==> src/source/kbdPkg.sv <==
package kbdPkg;

	// One byte as it arrives from the keyboard
	typedef logic [7:0] scanByte_t;

	// Translated key, 0 means no character
	typedef logic [7:0] charCode_t;

	typedef logic [3:0] apbAddr_t;
	typedef logic [31:0] apbWord_t;

	// Position inside an 11-bit PS/2 frame
	typedef enum logic [1:0] {
		idle,
		dataBits,
		parityBit,
		stopBit
	} frameState_t;

	// Register map
	localparam apbAddr_t ADDR_DATA = 4'h0;	// FIFO head, pops on read
	localparam apbAddr_t ADDR_STATUS = 4'h4;	// Flags and count
	localparam apbAddr_t ADDR_ERRORS = 4'h8;	// Bad frame counter

	// Key codes that need special handling
	localparam scanByte_t SCAN_BREAK = 8'hF0;
	localparam scanByte_t SCAN_EXT = 8'hE0;
	localparam scanByte_t SCAN_LSHIFT = 8'h12;
	localparam scanByte_t SCAN_RSHIFT = 8'h59;

endpackage

==> src/source/ps2LinkIf.sv <==
`timescale 1ns/1ps

interface ps2LinkIf;

	logic fallEdge;	// Synchronized PS/2 clock fell
	logic bitVal;	// Data line at that edge
	kbdPkg::scanByte_t rxByte;
	logic parityOk;	// Odd parity over data and parity bit
	logic shiftEn;
	logic clearFrame;

	modport receiver (
		output fallEdge, bitVal, rxByte, parityOk,
		input shiftEn, clearFrame
	);

	modport fsm (
		input fallEdge, bitVal, rxByte, parityOk,
		output shiftEn, clearFrame
	);

endinterface

==> src/source/ps2BitReceiver.sv <==
`timescale 1ns/1ps

module ps2BitReceiver (
	input  logic i_clk,
	input  logic i_rst,
	input  logic i_ps2Clk,
	input  logic i_ps2Data,
	ps2LinkIf.receiver link
);

	logic [1:0] clkSync;	// Two-flop synchronizers
	logic [1:0] dataSync;
	logic clkPrev;	// Delayed copy for edge detection
	logic [8:0] shiftReg;	// Data bits plus parity bit
	logic parity;

	// Lines idle high, so reset to 1 to avoid a false edge
	always_ff @(posedge i_clk) begin
		if (i_rst) begin
			clkSync <= 2'b11;
			dataSync <= 2'b11;
			clkPrev <= 1'b1;
		end else begin
			clkSync <= {clkSync[0], i_ps2Clk};
			dataSync <= {dataSync[0], i_ps2Data};
			clkPrev <= clkSync[1];
		end
	end

	assign link.fallEdge = clkPrev & ~clkSync[1];
	assign link.bitVal = dataSync[1];

	// LSB arrives first, so shift right
	always_ff @(posedge i_clk) begin
		if (link.clearFrame) begin
			shiftReg <= '0;
		end else if (link.fallEdge && link.shiftEn) begin
			shiftReg <= {link.bitVal, shiftReg[8:1]};
		end
	end

	always_ff @(posedge i_clk) begin
		if (i_rst || link.clearFrame) begin
			parity <= 1'b0;
		end else if (link.fallEdge && link.shiftEn) begin
			parity <= parity ^ link.bitVal;	// Toggle on each 1
		end
	end

	// After nine shifts the parity bit sits in bit 8
	assign link.rxByte = shiftReg[7:0];
	assign link.parityOk = parity;

endmodule

==> src/source/ps2Watchdog.sv <==
`timescale 1ns/1ps

module ps2Watchdog #(
	parameter int TIMEOUT_CYCLES = 200
) (
	input  logic i_clk,
	input  logic i_rst,
	input  logic i_restart,
	input  logic i_run,
	output logic o_expired
);

	localparam int CNT_W = $clog2(TIMEOUT_CYCLES + 1);

	logic [CNT_W-1:0] count;

	always_ff @(posedge i_clk) begin
		if (i_rst || i_restart || !i_run) begin
			count <= '0;
		end else if (!o_expired) begin
			count <= count + 1'b1;	// Stops at the limit
		end
	end

	assign o_expired = (count == CNT_W'(TIMEOUT_CYCLES));

endmodule

==> src/source/ps2FrameFsm.sv <==
`timescale 1ns/1ps

module ps2FrameFsm (
	input  logic i_clk,
	input  logic i_rst,
	ps2LinkIf.fsm link,
	output logic o_wdRun,
	output logic o_wdRestart,
	input  logic i_wdExpired,
	output logic o_scanValid,
	output kbdPkg::scanByte_t o_scanData,
	output logic o_frameErr
);

	kbdPkg::frameState_t state;
	logic [2:0] bitCnt;	// Data bit index

	always_ff @(posedge i_clk) begin
		if (i_rst) begin
			state <= kbdPkg::idle;
			bitCnt <= '0;
			o_scanValid <= 1'b0;
			o_frameErr <= 1'b0;
		end else begin
			o_scanValid <= 1'b0;
			o_frameErr <= 1'b0;
			if (state != kbdPkg::idle && i_wdExpired) begin
				state <= kbdPkg::idle;	// Incomplete frame is dropped
			end else if (link.fallEdge) begin
				case (state)
					kbdPkg::idle: begin
						if (!link.bitVal) begin	// Start bit must be 0
							state <= kbdPkg::dataBits;
							bitCnt <= '0;
						end
					end
					kbdPkg::dataBits: begin
						bitCnt <= bitCnt + 1'b1;
						if (bitCnt == 3'd7)
							state <= kbdPkg::parityBit;
					end
					kbdPkg::parityBit: state <= kbdPkg::stopBit;
					kbdPkg::stopBit: begin
						state <= kbdPkg::idle;
						if (link.bitVal && link.parityOk)
							o_scanValid <= 1'b1;
						else
							o_frameErr <= 1'b1;
					end
					default: state <= kbdPkg::idle;
				endcase
			end
		end
	end

	always_ff @(posedge i_clk) begin
		if (link.fallEdge && state == kbdPkg::stopBit)
			o_scanData <= link.rxByte;
	end

	assign link.shiftEn = (state == kbdPkg::dataBits) || (state == kbdPkg::parityBit);
	assign link.clearFrame = (state == kbdPkg::idle);
	assign o_wdRun = (state != kbdPkg::idle);
	assign o_wdRestart = link.fallEdge && (state != kbdPkg::idle);

endmodule

==> src/source/scanTranslator.sv <==
`timescale 1ns/1ps

module scanTranslator (
	input  logic i_clk,
	input  logic i_rst,
	input  logic i_scanValid,
	input  kbdPkg::scanByte_t i_scanData,
	output logic o_codeValid,
	output kbdPkg::charCode_t o_codeData
);

	kbdPkg::scanByte_t hist1;	// Previous byte
	kbdPkg::scanByte_t hist2;	// Byte before that
	logic shiftOn;
	logic isShiftKey;
	logic isBreak;
	kbdPkg::charCode_t lutCode;

	// Letters share one list, shifted forms are the upper case
	function automatic kbdPkg::charCode_t lookup(input logic shiftKey,
			input kbdPkg::scanByte_t code);
		kbdPkg::charCode_t letter;
		kbdPkg::charCode_t sym;
		case (code)
			8'h1C: letter = 8'h61;	// a
			8'h32: letter = 8'h62;
			8'h21: letter = 8'h63;
			8'h23: letter = 8'h64;
			8'h24: letter = 8'h65;
			8'h2B: letter = 8'h66;
			8'h34: letter = 8'h67;
			8'h33: letter = 8'h68;
			8'h43: letter = 8'h69;
			8'h3B: letter = 8'h6A;
			8'h42: letter = 8'h6B;
			8'h4B: letter = 8'h6C;
			8'h3A: letter = 8'h6D;
			8'h31: letter = 8'h6E;
			8'h44: letter = 8'h6F;
			8'h4D: letter = 8'h70;
			8'h15: letter = 8'h71;
			8'h2D: letter = 8'h72;
			8'h1B: letter = 8'h73;
			8'h2C: letter = 8'h74;
			8'h3C: letter = 8'h75;
			8'h2A: letter = 8'h76;
			8'h1D: letter = 8'h77;
			8'h22: letter = 8'h78;
			8'h35: letter = 8'h79;
			8'h1A: letter = 8'h7A;	// z
			default: letter = 8'h00;
		endcase
		case ({shiftKey, code})
			9'h029: sym = 8'h20;	// Space
			9'h052: sym = 8'h27;	// Quote
			9'h041: sym = 8'h2C;
			9'h04E: sym = 8'h2D;
			9'h049: sym = 8'h2E;
			9'h04A: sym = 8'h2F;
			9'h045: sym = 8'h30;	// Digits 0 to 9
			9'h016: sym = 8'h31;
			9'h01E: sym = 8'h32;
			9'h026: sym = 8'h33;
			9'h025: sym = 8'h34;
			9'h02E: sym = 8'h35;
			9'h036: sym = 8'h36;
			9'h03D: sym = 8'h37;
			9'h03E: sym = 8'h38;
			9'h046: sym = 8'h39;
			9'h04C: sym = 8'h3B;
			9'h055: sym = 8'h3D;
			9'h054: sym = 8'h5B;
			9'h05D: sym = 8'h5C;	// Backslash
			9'h05B: sym = 8'h5D;
			9'h00E: sym = 8'h60;
			9'h116: sym = 8'h21;	// Shifted digit row
			9'h11E: sym = 8'h40;
			9'h126: sym = 8'h23;
			9'h125: sym = 8'h24;
			9'h12E: sym = 8'h25;
			9'h136: sym = 8'h5E;
			9'h13D: sym = 8'h26;
			9'h13E: sym = 8'h2A;
			9'h146: sym = 8'h28;
			9'h145: sym = 8'h29;
			9'h14E: sym = 8'h5F;
			9'h155: sym = 8'h2B;
			9'h152: sym = 8'h22;
			9'h14C: sym = 8'h3A;
			9'h141: sym = 8'h3C;
			9'h149: sym = 8'h3E;
			9'h14A: sym = 8'h3F;
			9'h154: sym = 8'h7B;
			9'h15D: sym = 8'h7C;
			9'h15B: sym = 8'h7D;
			9'h10E: sym = 8'h7E;
			9'h05A: sym = 8'h80;	// Enter
			9'h066: sym = 8'h81;	// Backspace
			9'h06B: sym = 8'h82;	// Left
			9'h075: sym = 8'h83;	// Up
			9'h074: sym = 8'h84;	// Right
			9'h072: sym = 8'h85;	// Down
			9'h06C: sym = 8'h86;	// Home
			9'h069: sym = 8'h87;	// End
			9'h07D: sym = 8'h88;	// Page Up
			9'h07A: sym = 8'h89;	// Page Down
			9'h070: sym = 8'h8A;	// Insert
			9'h071: sym = 8'h8B;	// Delete
			9'h076: sym = 8'h8C;	// Esc
			default: sym = 8'h00;	// Prefixes and unlisted keys
		endcase
		if (letter != 8'h00)
			return shiftKey ? letter - 8'h20 : letter;
		return sym;
	endfunction

	assign isShiftKey = (i_scanData == kbdPkg::SCAN_LSHIFT) ||
		(i_scanData == kbdPkg::SCAN_RSHIFT);
	// Reference also suppresses bytes after F0 E0
	assign isBreak = (hist1 == kbdPkg::SCAN_BREAK) ||
		(hist1 == kbdPkg::SCAN_EXT && hist2 == kbdPkg::SCAN_BREAK);
	assign lutCode = lookup(shiftOn, i_scanData);

	always_ff @(posedge i_clk) begin
		if (i_rst) begin
			hist1 <= '0;
			hist2 <= '0;
			shiftOn <= 1'b0;
			o_codeValid <= 1'b0;
		end else begin
			o_codeValid <= i_scanValid && !isBreak && (lutCode != 8'h00);
			if (i_scanValid) begin
				hist1 <= i_scanData;
				hist2 <= hist1;
				if (isShiftKey)
					shiftOn <= (hist1 != kbdPkg::SCAN_BREAK);	// Make sets, F0 clears
			end
		end
	end

	always_ff @(posedge i_clk) begin
		if (i_scanValid)
			o_codeData <= lutCode;
	end

endmodule

==> src/source/keyFifo.sv <==
`timescale 1ns/1ps

module keyFifo #(
	parameter int DEPTH = 8
) (
	input  logic i_clk,
	input  logic i_rst,
	input  logic i_push,
	input  kbdPkg::charCode_t i_pushData,
	input  logic i_pop,
	input  logic i_clearOverflow,
	output kbdPkg::charCode_t o_head,
	output logic o_empty,
	output logic o_full,
	output logic o_overflow,
	output logic [7:0] o_count
);

	localparam int PTR_W = (DEPTH > 1) ? $clog2(DEPTH) : 1;
	localparam int CNT_W = $clog2(DEPTH + 1);

	kbdPkg::charCode_t mem [DEPTH];
	logic [PTR_W-1:0] wrPtr;
	logic [PTR_W-1:0] rdPtr;
	logic [CNT_W-1:0] count;
	logic doPush;
	logic doPop;

	assign doPush = i_push && !o_full;	// Keyboard cannot wait, drop when full
	assign doPop = i_pop && !o_empty;

	always_ff @(posedge i_clk) begin
		if (doPush)
			mem[wrPtr] <= i_pushData;
	end

	always_ff @(posedge i_clk) begin
		if (i_rst) begin
			wrPtr <= '0;
			rdPtr <= '0;
			count <= '0;
			o_overflow <= 1'b0;
		end else begin
			if (doPush)
				wrPtr <= (wrPtr == PTR_W'(DEPTH - 1)) ? '0 : wrPtr + 1'b1;
			if (doPop)
				rdPtr <= (rdPtr == PTR_W'(DEPTH - 1)) ? '0 : rdPtr + 1'b1;
			if (doPush && !doPop)
				count <= count + 1'b1;
			else if (doPop && !doPush)
				count <= count - 1'b1;
			if (i_push && o_full)
				o_overflow <= 1'b1;	// Set wins over clear
			else if (i_clearOverflow)
				o_overflow <= 1'b0;
		end
	end

	assign o_head = mem[rdPtr];
	assign o_empty = (count == '0);
	assign o_full = (count == CNT_W'(DEPTH));
	assign o_count = 8'(count);

endmodule

==> src/source/kbdApbRegs.sv <==
`timescale 1ns/1ps

module kbdApbRegs (
	input  logic i_clk,
	input  logic i_rst,
	input  logic i_psel,
	input  logic i_penable,
	input  logic i_pwrite,
	input  kbdPkg::apbAddr_t i_paddr,
	input  kbdPkg::apbWord_t i_pwdata,
	output kbdPkg::apbWord_t o_prdata,
	output logic o_pready,
	output logic o_pslverr,
	output logic o_pop,
	output logic o_clearOverflow,
	input  kbdPkg::charCode_t i_head,
	input  logic i_empty,
	input  logic i_full,
	input  logic i_overflow,
	input  logic [7:0] i_count,
	input  logic i_frameErr
);

	logic access;	// Access phase
	logic wrStatus;
	logic frameErrSeen;
	logic [7:0] errCount;

	assign access = i_psel && i_penable;
	assign wrStatus = access && i_pwrite && (i_paddr == kbdPkg::ADDR_STATUS);

	assign o_pready = 1'b1;	// No wait states
	assign o_pslverr = access && (i_paddr != kbdPkg::ADDR_DATA) &&
		(i_paddr != kbdPkg::ADDR_STATUS) && (i_paddr != kbdPkg::ADDR_ERRORS);
	assign o_pop = access && !i_pwrite && (i_paddr == kbdPkg::ADDR_DATA) && !i_empty;
	assign o_clearOverflow = wrStatus && i_pwdata[2];

	always_comb begin
		case (i_paddr)
			kbdPkg::ADDR_DATA: o_prdata = i_empty ? '0 : {24'h0, i_head};
			kbdPkg::ADDR_STATUS:
				o_prdata = {16'h0, i_count, 4'h0, frameErrSeen, i_overflow, i_full, i_empty};
			kbdPkg::ADDR_ERRORS: o_prdata = {24'h0, errCount};
			default: o_prdata = '0;
		endcase
	end

	always_ff @(posedge i_clk) begin
		if (i_rst) begin
			frameErrSeen <= 1'b0;
			errCount <= '0;
		end else begin
			if (i_frameErr)
				frameErrSeen <= 1'b1;
			else if (wrStatus && i_pwdata[3])
				frameErrSeen <= 1'b0;
			if (i_frameErr && errCount != 8'hFF)
				errCount <= errCount + 1'b1;	// Saturates
		end
	end

endmodule

==> src/source/kbdTop.sv <==
`timescale 1ns/1ps

module kbdTop #(
	parameter int FIFO_DEPTH = 8,
	parameter int TIMEOUT_CYCLES = 200
) (
	input  logic i_clk,
	input  logic i_rst,
	input  logic i_ps2Clk,
	input  logic i_ps2Data,
	input  logic i_psel,
	input  logic i_penable,
	input  logic i_pwrite,
	input  kbdPkg::apbAddr_t i_paddr,
	input  kbdPkg::apbWord_t i_pwdata,
	output kbdPkg::apbWord_t o_prdata,
	output logic o_pready,
	output logic o_pslverr
);

	ps2LinkIf link ();

	logic wdRun, wdRestart, wdExpired;
	logic scanValid, frameErr, codeValid;
	kbdPkg::scanByte_t scanData;
	kbdPkg::charCode_t codeData, head;
	logic pop, clearOverflow, empty, full, overflow;
	logic [7:0] count;

	ps2BitReceiver bitReceiver (.i_clk, .i_rst, .i_ps2Clk, .i_ps2Data, .link(link.receiver));

	ps2Watchdog #(.TIMEOUT_CYCLES(TIMEOUT_CYCLES)) watchdog (.i_clk, .i_rst,
		.i_restart(wdRestart), .i_run(wdRun), .o_expired(wdExpired));

	ps2FrameFsm frameFsm (.i_clk, .i_rst, .link(link.fsm), .o_wdRun(wdRun),
		.o_wdRestart(wdRestart), .i_wdExpired(wdExpired), .o_scanValid(scanValid),
		.o_scanData(scanData), .o_frameErr(frameErr));

	scanTranslator translator (.i_clk, .i_rst, .i_scanValid(scanValid),
		.i_scanData(scanData), .o_codeValid(codeValid), .o_codeData(codeData));

	keyFifo #(.DEPTH(FIFO_DEPTH)) fifo (.i_clk, .i_rst, .i_push(codeValid),
		.i_pushData(codeData), .i_pop(pop), .i_clearOverflow(clearOverflow), .o_head(head),
		.o_empty(empty), .o_full(full), .o_overflow(overflow), .o_count(count));

	kbdApbRegs apbRegs (.i_clk, .i_rst, .i_psel, .i_penable, .i_pwrite, .i_paddr,
		.i_pwdata, .o_prdata, .o_pready, .o_pslverr, .o_pop(pop),
		.o_clearOverflow(clearOverflow), .i_head(head), .i_empty(empty), .i_full(full),
		.i_overflow(overflow), .i_count(count), .i_frameErr(frameErr));

endmodule

==> config.mk <==
export PLATFORM = sky130hd
export DESIGN_NAME = kbdTop
export DESIGN_NICKNAME = d
export VERILOG_FILES = /design/src/source/kbdPkg.sv /design/src/source/ps2LinkIf.sv /design/src/source/ps2BitReceiver.sv /design/src/source/ps2Watchdog.sv /design/src/source/ps2FrameFsm.sv /design/src/source/scanTranslator.sv /design/src/source/keyFifo.sv /design/src/source/kbdApbRegs.sv /design/src/source/kbdTop.sv
export SDC_FILE = /design/constraint.sdc
export NUM_CORES = 1
export LEC_CHECK = 0
export BUFFER_PORTS_ARGS = -buffer_cell sky130_fd_sc_hd__buf_4
export CORE_MARGIN = 8
export CORE_UTILIZATION = 45
export DETAILED_ROUTE_END_ITERATION = 6
export GPL_ROUTABILITY_DRIVEN = 1
export PLACE_DENSITY = 0.66
export SKIP_LAST_GASP = 1
export SLEW_MARGIN = 20
export SYNTH_ARGS = -nofsm -noshare
export SYNTH_HDL_FRONTEND = slang
export SYNTH_SLANG_ARGS = --single-unit
==> constraint.sdc <==
create_clock -name i_clk -period 2.93 [get_ports i_clk]
set_input_delay 0.1465 -clock i_clk [delete_from_list [all_inputs] [get_ports i_clk]]
set_output_delay 0.1465 -clock i_clk [all_outputs]
set_load 0.01 [all_outputs]
==> results of run 1 <==
cell type report:
| cell class | instances | share of cell area |
|---|---|---|
| Timing Repair Buffer | 90 | 0.07231 |
| Inverter | 21 | 0.008077 |
| Multi-Input combinational cell | 602 | 0.4267 |
| Sequential cell | 157 | 0.4041 |
| Tap cell | 234 | 0.03000 |
| Clock inverter | 15 | 0.01526 |
| Clock buffer | 17 | 0.04359 |
logic make-up after synthesis:
logic type      Yosys count  share of synthesized area
flops                   157                     0.4637
simple gates            314                     0.2004
other cells               2                  0.0008829
xor+xnor                 23                    0.02368
fa+ha+maj                27                    0.04060
compound gates          159                     0.1224
buf+inv                  96                    0.05590
mux                      58                    0.09253
cell usage in the layout, fill, tap and decap left out, types with 12 or more instances in the layout:
cell and count:
xor2_1 12, inv_1 21, conb_1 21, o21ai_0 35
clkbuf_16 17, mux4_2 16, dfxtp_1 77, nor3_1 20
nand2_1 60, mux2i_1 37, buf_4 86, nand3_1 35
nor3b_1 13, nor2_1 73, edfxtp_1 80, ha_1 26
a21oi_1 46
critical path, cell delays in order, from the launching register on:
cell	delay, ps
edfxtp_1	610
buf_4	250
nor4b_1	730
mux2i_1	160
o21a_1	230
or4b_1	190
o32a_1	210
nor3_2	60
a31oi_1	170
synthesized netlist by cell type, drive strengths merged (10+ instances only):
cell	n	area share
edfxtp	80	0.28
nor3b	13	0.011
nor2	73	0.032
buf	52	0.036
o21ai	35	0.021
clkbuf	23	0.010
mux4	16	0.042
a21oi	46	0.027
nand2b	11	0.0081
nand2	60	0.026
xnor2	11	0.011
dfxtp	77	0.18
mux2i	37	0.044
xor2	12	0.012
nor4b	11	0.012
nand3	35	0.021
inv	21	0.0093
nor3	21	0.013
nor2b	10	0.0074
ha	26	0.038
final timing paths:
kind,slack [ps],depth (start not counted),end
hold reg to reg,410,1,bitReceiver.dataSync[1]
setup / recovery,220,8,translator.o_codeValid
hold / removal,40,4,fifo.o_overflow
setup reg to reg,220,8,translator.o_codeValid
where the power goes:
| part | internal [mW] | total (mW) | switching, mW |
|---|---|---|---|
| registers | 2.29 | 2.29 | 0.00173 |
| clock network | 1.20 | 2.13 | 0.932 |
| logic | 0.0208 | 0.0574 | 0.0366 |
timing repair:
item	4_1_cts	5_1_grt
hold buffers	2	0
gates resized for setup	0	0
hold endpoints to repair	2	0
setup buffers	0	0
state kept, by name (all words and copies together) (netlist names), named ones only:
signal / flops
watchdog.count: 8
apbRegs.frameErrSeen: 1
fifo.rdPtr: 3
bitReceiver.shiftReg: 9
bitReceiver.dataSync: 2
translator.hist1: 8
fifo.o_overflow: 1
translator.o_codeData: 8
translator.o_codeValid: 1
frameFsm.o_scanData: 8
fifo.count: 4
bitReceiver.clkSync: 2
frameFsm.bitCnt: 3
bitReceiver.clkPrev: 1
translator.shiftOn: 1
frameFsm.o_scanValid: 1
fifo.mem: 64
frameFsm.o_frameErr: 1
frameFsm.state: 2
translator.hist2: 8
bitReceiver.link.parityOk: 1
apbRegs.errCount: 8
fifo.wrPtr: 3
metrics by stage:
| step | cell area, um2 | utilization | power [mW] |
|---|---|---|---|
| 2_1_floorplan | 8577 | - | 2.392 |
| 3_3_place_gp | 9165 | 0.4916 | 2.393 |
| 3_5_place_dp | 9165 | 0.4916 | 2.393 |
| 4_1_cts | 9759 | 0.5235 | 4.524 |
| 5_1_grt | 9759 | 0.5235 | 4.612 |
| 6_report | 9759 | 0.5235 | 4.476 |
layer usage:
layer | GRT usage | up-vias | wire (um)
met1 | 0.2119 | 3089 | 8725
met4 | 0.07093 | 0 | 470
li1 | - | 3172 | -
met3 | 0.04088 | 39 | 1079
met5 | 0 | - | 0
met2 | 0.2744 | 215 | 9397
==> impl_metrics.env, run 1 <==
export IMPL_outcome="finished, final reports clean"
export IMPL_layout_drive_gt1_share=0.1707
export IMPL_pwr_density_cell_mw_per_mm2=458.6
export IMPL_cp_startpoint="frameFsm.o_scanData[7]"
export IMPL_avgSynthCellArea_um2=10.17
export IMPL_port_buffers=25
export IMPL_antenna_found_initial=0
export IMPL_fill_cells=1678
export IMPL_grt_setup_unrepaired="no"
export IMPL_setup_viol=0
export IMPL_antenna_cells=0
export IMPL_multi_input_area_mm2=0.004164
export IMPL_cts_htree_levels=4
export IMPL_clockBufferDepth=2
export IMPL_syn_area_mm2=0.008506
export IMPL_hold_viol_final=0
export IMPL_grt_max_degree=53
export IMPL_ys_seq_area_frac=0.4637
export IMPL_die_h_um=153.5
export IMPL_synth_edff_count=80
export IMPL_fmax_ghz=0.3693
export IMPL_die_x_um=153.5
export IMPL_pin_count=77
export IMPL_core_area_mm2=0.01864
export IMPL_place_ws_ps=59.13
export IMPL_required_ps=3270
export IMPL_syn2layout_area_growth_pct=14.74
export IMPL_nNetsFinal=959
export IMPL_endpoint_kind="register"
export IMPL_drt_iter0_drc=533
export IMPL_seq_area_mm2=0.003944
export IMPL_path_class="reg2reg"
export IMPL_critPathLaunchType="register"
export IMPL_dr_total_vias=6515
export IMPL_synth_seq_cells=157
export IMPL_setup_ws_ps=222.5
export IMPL_cp_max_fo=12
export IMPL_grt_pass1_vias=6279
export IMPL_ys_warn_count=0
export IMPL_die_area_mm2=0.02356
export IMPL_instances_no_fill=1136
export IMPL_cp_data_arrival_time_ps=3050
export IMPL_place_gp_congestion=0.9604
export IMPL_hold_class="in2reg"
export IMPL_clock_skew_ps=8.360
export IMPL_reg2reg_from="frameFsm.o_scanData[7]"
export IMPL_maxCapViolCount=0
export IMPL_finalCritPeriodShare=0.9241
export IMPL_irDropWorstVdd_mv=0.3707
export IMPL_ys_flop_type="edfxtp_1"
export IMPL_slew_headroom=0.4429
export IMPL_yosysUniqueCellTypes=69
export IMPL_cts_sinks=157
export IMPL_wl_per_cell_um=17.32
export IMPL_detailed_place_hpwl_mm=13.94
export IMPL_tightest_slew_ps=824.1
export IMPL_vias_per_cell=5.735
export IMPL_grt_util_all_layers=0.1691
export IMPL_slew_violations=0
export IMPL_timing_hold_ws_ps=44.92
export IMPL_root_buffer="clkbuf_16"
export IMPL_cts_tree="done"
export IMPL_tns_ps=0
export IMPL_drt_total_wl_mm=19.67
export IMPL_row_count=50
export IMPL_async_flop_share=0
export IMPL_synthCells=836
export IMPL_grt_overflow_total=0
export IMPL_drc=0
export IMPL_fin_crit_ps=2707
export IMPL_ant_nets=0
export IMPL_clk_latency_ps=420
export IMPL_numCtsBuffers=17
export IMPL_grt_pass1_wl_mm=32.62
export IMPL_placedCellCount=1102
export IMPL_dr_pass1_iters=5
export IMPL_clkTransAtPathRegs_ps=60
export IMPL_hp_start="i_pwdata[2]"
export IMPL_p_leak_nw=3.478
export IMPL_initial_core_util=0.4562
(Power assumes the default switching activity.)
==> run 2: changes to the inputs <==
Settings changed: PLACE_DENSITY 0.66 to unset, SKIP_CTS_REPAIR_TIMING set to 1.
Clock period 2.93 ns to 2.8 ns, I/O delays scaled along.
==> impl_metrics.env, run 2 (synthesis gave the netlist of run 1 again) <==
export IMPL_port_buffers=25
export IMPL_fin_crit_ps=2798
export IMPL_place_gp_congestion=0.9312
export IMPL_grt_setup_unrepaired="yes"
export IMPL_tightest_slew_ps=881.2
export IMPL_cp_data_arrival_time_ps=3130
export IMPL_instances_no_fill=1147
export IMPL_antenna_found_initial=0
export IMPL_pwr_density_cell_mw_per_mm2=478.0
export IMPL_path_class="reg2reg"
export IMPL_hold_depth=4
export IMPL_dr_pass1_iters=5
export IMPL_top_regs="fifo.mem: 64 flops, bitReceiver.shiftReg: 9 flops"
export IMPL_grt_util_all_layers=0.1823
export IMPL_nNetsFinal=970
export IMPL_grt_max_degree=53
export IMPL_finalCritPeriodShare=0.9994
export IMPL_grt_pass1_vias=6601
export IMPL_outcome="finished, final reports clean"
export IMPL_clockBufferDepth=2
export IMPL_wl_per_cell_um=18.65
export IMPL_hold_class="in2reg"
export IMPL_detailed_place_hpwl_mm=15.73
export IMPL_clock_skew_ps=6.628
export IMPL_syn2layout_area_growth_pct=16.23
export IMPL_core_area_mm2=0.01864
export IMPL_final_common_cell="buf_4"
export IMPL_slew_headroom=0.4042
export IMPL_pin_count=77
export IMPL_ant_nets=0
export IMPL_die_area_mm2=0.02356
export IMPL_cts_htree_levels=4
export IMPL_die_h_um=153.5
export IMPL_fmax_ghz=0.3574
export IMPL_grt_overflow_total=0
export IMPL_drc=0
export IMPL_hold_viol_final=0
export IMPL_clkTransAtPathRegs_ps=60
export IMPL_endpoint_kind="register"
export IMPL_die_x_um=153.5
export IMPL_irDropWorstVdd_mv=0.3758
export IMPL_cts_sinks=157
export IMPL_drt_total_wl_mm=21.40
export IMPL_setup_viol=0
export IMPL_antenna_cells=0
export IMPL_critPathSlowestCell="nor4_1"
export IMPL_fill_cells=1679
export IMPL_placedCellCount=1112
export IMPL_vias_per_cell=5.835
export IMPL_clk_latency_ps=420
export IMPL_reg2reg_from="frameFsm.o_scanData[1]"
export IMPL_p_leak_nw=3.539
export IMPL_rr_worst_depth=9
export IMPL_layout_drive_gt1_share=0.1829
export IMPL_path_cells="buf_12 > or2b_1 > buf_4 > nor4_1 > a31oi_1 > nand3b_1 > o32a_1 > nor3_2 > a31oi_1"
export IMPL_cts_tree="done"
export IMPL_tns_ps=0
export IMPL_critPathLaunchType="register"
export IMPL_critPathMaxStageDelay_ps=600
export IMPL_drt_iter0_drc=438
export IMPL_maxCapViolCount=0
export IMPL_row_count=50
export IMPL_largest_reg_flops=64
export IMPL_most_common_layout_cells="95 x buf_4, 80 x edfxtp_1, 77 x dfxtp_1, 73 x nor2_1, 60 x nand2_1"
export IMPL_grt_pass1_wl_mm=34.93
export IMPL_root_buffer="clkbuf_16"
export IMPL_regMostFlops="fifo.mem"
export IMPL_hp_start="i_pwdata[3]"
export IMPL_required_ps=3140
export IMPL_crit_top_cell="a31oi_1"
export IMPL_dr_total_vias=6693
export IMPL_initial_core_util=0.4562
export IMPL_cp_max_fo=15
export IMPL_slew_violations=0
export IMPL_cp_startpoint="frameFsm.o_scanData[1]"
export IMPL_numCtsBuffers=17
run 2: cell types whose count changed in the layout (fill, tap and decap cells not counted), moves of 2 or more:
| cell | delta |
|---|---|
| buf_4 | +9 |
| inv_6 | -4 |
| buf_12 | +2 |
| mux2i_1 | -2 |
| mux2i_2 | +2 |
run 2: path summary, 6_finish.rpt:
| kind | slack, ps | endpoint |
|---|---|---|
| setup / recovery | 2 | translator.o_codeValid |
| hold / removal | 50 | apbRegs.frameErrSeen |
| setup reg to reg | 2 | translator.o_codeValid |
| hold reg to reg | 410 | bitReceiver.clkSync[1] |
run 2: final cells by class:
cell class	count	area, um2	area share
clock buffer	17	425.4	0.04303
sequential	157	3944	0.3989
tap	234	292.8	0.02962
timing repair buffer	101	813.3	0.08227
inverter	21	78.83	0.007974
clock inverter	15	161.4	0.01633
multi-input combinational	602	4170	0.4218
run 2: critical path: cells and delay by family, from the launching register on:
kind	cells	cell delay (ps)
flip-flops	1	560
buffers and inverters	2	350
AND/OR/NAND/NOR	4	1140
AO/OA/AOI/OAI	3	660
run 2: power by group:
part	internal [mW]	switching [mW]
Combinational	0.0218	0.0397
Clock	1.32	0.942
Sequential	2.40	0.00196
run 2: per-layer routing:
metal  share of wire  vias to the layer above  global-route usage
met5               0                        -                   0
met4           0.016                        0             0.06953
met3           0.046                       24             0.03496
met2            0.51                      173              0.3144
met1            0.43                     3300              0.2213
li1                -                     3196                   -
run 2: through the flow:
stage               setup WS (ps)  hold WS [ps]  area, um2  utilization  power, mW
floorplan                   24.01         243.8       8578            -      2.503
global placement            6.932         327.7       9246       0.4960      2.503
detailed placement         -11.96         331.2       9246       0.4960      2.505
CTS                         7.677        -112.1       9833       0.5275      4.766
global route               -51.08         69.47       9886       0.5303      4.876
finish                      1.778         53.83       9886       0.5303      4.725
==> run 3: changes to the inputs <==
Settings changed: BUFFER_PORTS_ARGS -buffer_cell sky130_fd_sc_hd__buf_4 to -buffer_cell sky130_fd_sc_hd__buf_2.
==> impl_metrics.env, run 3 (synthesis gave the netlist of run 1 again) <==
export IMPL_grt_util_all_layers=0.1805
export IMPL_irDropWorstVdd_mv=0.4345
export IMPL_clock_skew_ps=16.76
export IMPL_port_buffers=25
export IMPL_path_cells="nor4bb_1 > nand3_1 > a211oi_1 > or3_1 > o32a_1 > nor3_2 > a31oi_1"
export IMPL_pin_count=77
export IMPL_cp_startpoint="frameFsm.o_scanData[5]"
export IMPL_critPathLaunchType="register"
export IMPL_detailed_place_hpwl_mm=15.53
export IMPL_cts_tree="done"
export IMPL_fill_cells=1655
export IMPL_drt_iter0_drc=454
export IMPL_drc=0
export IMPL_endpoint_kind="register"
export IMPL_drt_total_wl_mm=21.43
export IMPL_total_power_mw=4.648
export IMPL_critPathMaxStageDelay_ps=840
export IMPL_grt_setup_unrepaired="no"
export IMPL_setup_viol=0
export IMPL_setup_ws_ps=80.45
export IMPL_maxCapViolCount=0
export IMPL_grt_pass1_vias=6323
export IMPL_slew_violations=0
export IMPL_dr_total_vias=6653
export IMPL_hold_class="in2reg"
export IMPL_die_h_um=153.5
export IMPL_reg2reg_from="frameFsm.o_scanData[5]"
export IMPL_layout_drive_gt1_share=0.1731
export IMPL_instances_no_fill=1135
export IMPL_r2r_end="translator.o_codeValid"
export IMPL_antenna_found_initial=0
export IMPL_slew_headroom=0.3958
export IMPL_cp_data_arrival_time_ps=3050
export IMPL_final_common_cell="edfxtp_1"
export IMPL_outcome="finished, final reports clean"
export IMPL_root_buffer="clkbuf_16"
export IMPL_dr_pass1_iters=5
export IMPL_wl_per_cell_um=18.88
export IMPL_cts_sinks=157
export IMPL_hold_depth=4
export IMPL_reg2reg_slack_ps=80
export IMPL_nNetsFinal=958
export IMPL_clockBufferDepth=2
export IMPL_p_leak_nw=3.485
export IMPL_post_route_util=0.5216
export IMPL_grt_overflow_total=0
export IMPL_top_regs="fifo.mem: 64 flops, bitReceiver.shiftReg: 9 flops"
export IMPL_initial_core_util=0.4562
export IMPL_hp_start="i_pwdata[3]"
export IMPL_most_common_layout_cells="80 x edfxtp_1, 77 x dfxtp_1, 73 x nor2_1, 60 x nand2_1, 57 x buf_4"
export IMPL_hold_path_end="apbRegs.frameErrSeen"
export IMPL_fin_crit_ps=2720
export IMPL_numCtsBuffers=17
export IMPL_placedCellCount=1101
export IMPL_clkTransAtPathRegs_ps=60
export IMPL_antenna_cells=0
export IMPL_syn2layout_area_growth_pct=14.33
export IMPL_vias_per_cell=5.862
export IMPL_core_area_mm2=0.01864
export IMPL_cp_max_fo=10
export IMPL_finalCritPeriodShare=0.9713
export IMPL_required_ps=3130
export IMPL_grt_max_degree=35
export IMPL_tns_ps=0
export IMPL_row_count=50
export IMPL_place_ws_ps=-10.84
export IMPL_clk_latency_ps=420
export IMPL_fmax_ghz=0.3677
export IMPL_cts_htree_levels=4
export IMPL_pwr_density_cell_mw_per_mm2=478.0
export IMPL_ant_nets=0
export IMPL_tightest_slew_ps=894.1
export IMPL_die_area_mm2=0.02356
export IMPL_grt_pass1_wl_mm=34.26
export IMPL_rr_worst_depth=7
export IMPL_die_x_um=153.5
export IMPL_critPathSlowestCell="nor4bb_1"
export IMPL_path_class="reg2reg"
export IMPL_hold_viol_final=0
export IMPL_regMostFlops="fifo.mem"
export IMPL_place_gp_congestion=0.9233
export IMPL_largest_reg_flops=64
[run 3: cell type report]
cell class	count	area [um2]	area share
multi-input combinational	602	4170	0.4288
sequential	157	3944	0.4056
timing repair buffer	89	673.1	0.06922
clock buffer	17	425.4	0.04375
tap	234	292.8	0.03011
clock inverter	15	140.1	0.01441
inverter	21	78.83	0.008106
[run 3: metrics by stage]
step | hold slack, ps | area [um2]
3_5_place_dp | 333.6 | 9126
6_report | 42.41 | 9724
4_1_cts | -114.8 | 9692
5_1_grt | 65.10 | 9724
3_3_place_gp | 332.9 | 9126
2_1_floorplan | 243.8 | 8578
[run 3: worst max-delay path, delay by kind of cell (launching register included)]
kind / cells / cell delay, ps
and+or+nand+nor: 4 / 1260
DFF: 1 / 620
AOI/OAI and AO/OA: 3 / 770
[run 3: how the worst max path moves through the flow]
stage	to	cells past startpoint
final	translator.o_codeValid	7
after detailed placement	fifo.count[3]	12
after global placement	fifo.count[3]	12
after floorplan	fifo.count[3]	12
after CTS	translator.o_codeValid	8
after global routing	fifo.count[3]	12
[run 3: metal layers]
metal,track usage,up-vias,part of all wire
met3,0.03383,34,0.049
li1,-,3171,-
met1,0.2272,3245,0.44
met4,0.06673,0,0.019
met2,0.3032,203,0.49
met5,0,-,0
[run 3: power by group]
| part | internal (mW) | total (mW) | switching (mW) |
|---|---|---|---|
| logic | 0.0183 | 0.0582 | 0.0400 |
| clock network | 1.18 | 2.19 | 1.01 |
| registers | 2.39 | 2.40 | 0.00192 |
| total | 3.60 | 4.65 | 1.05 |
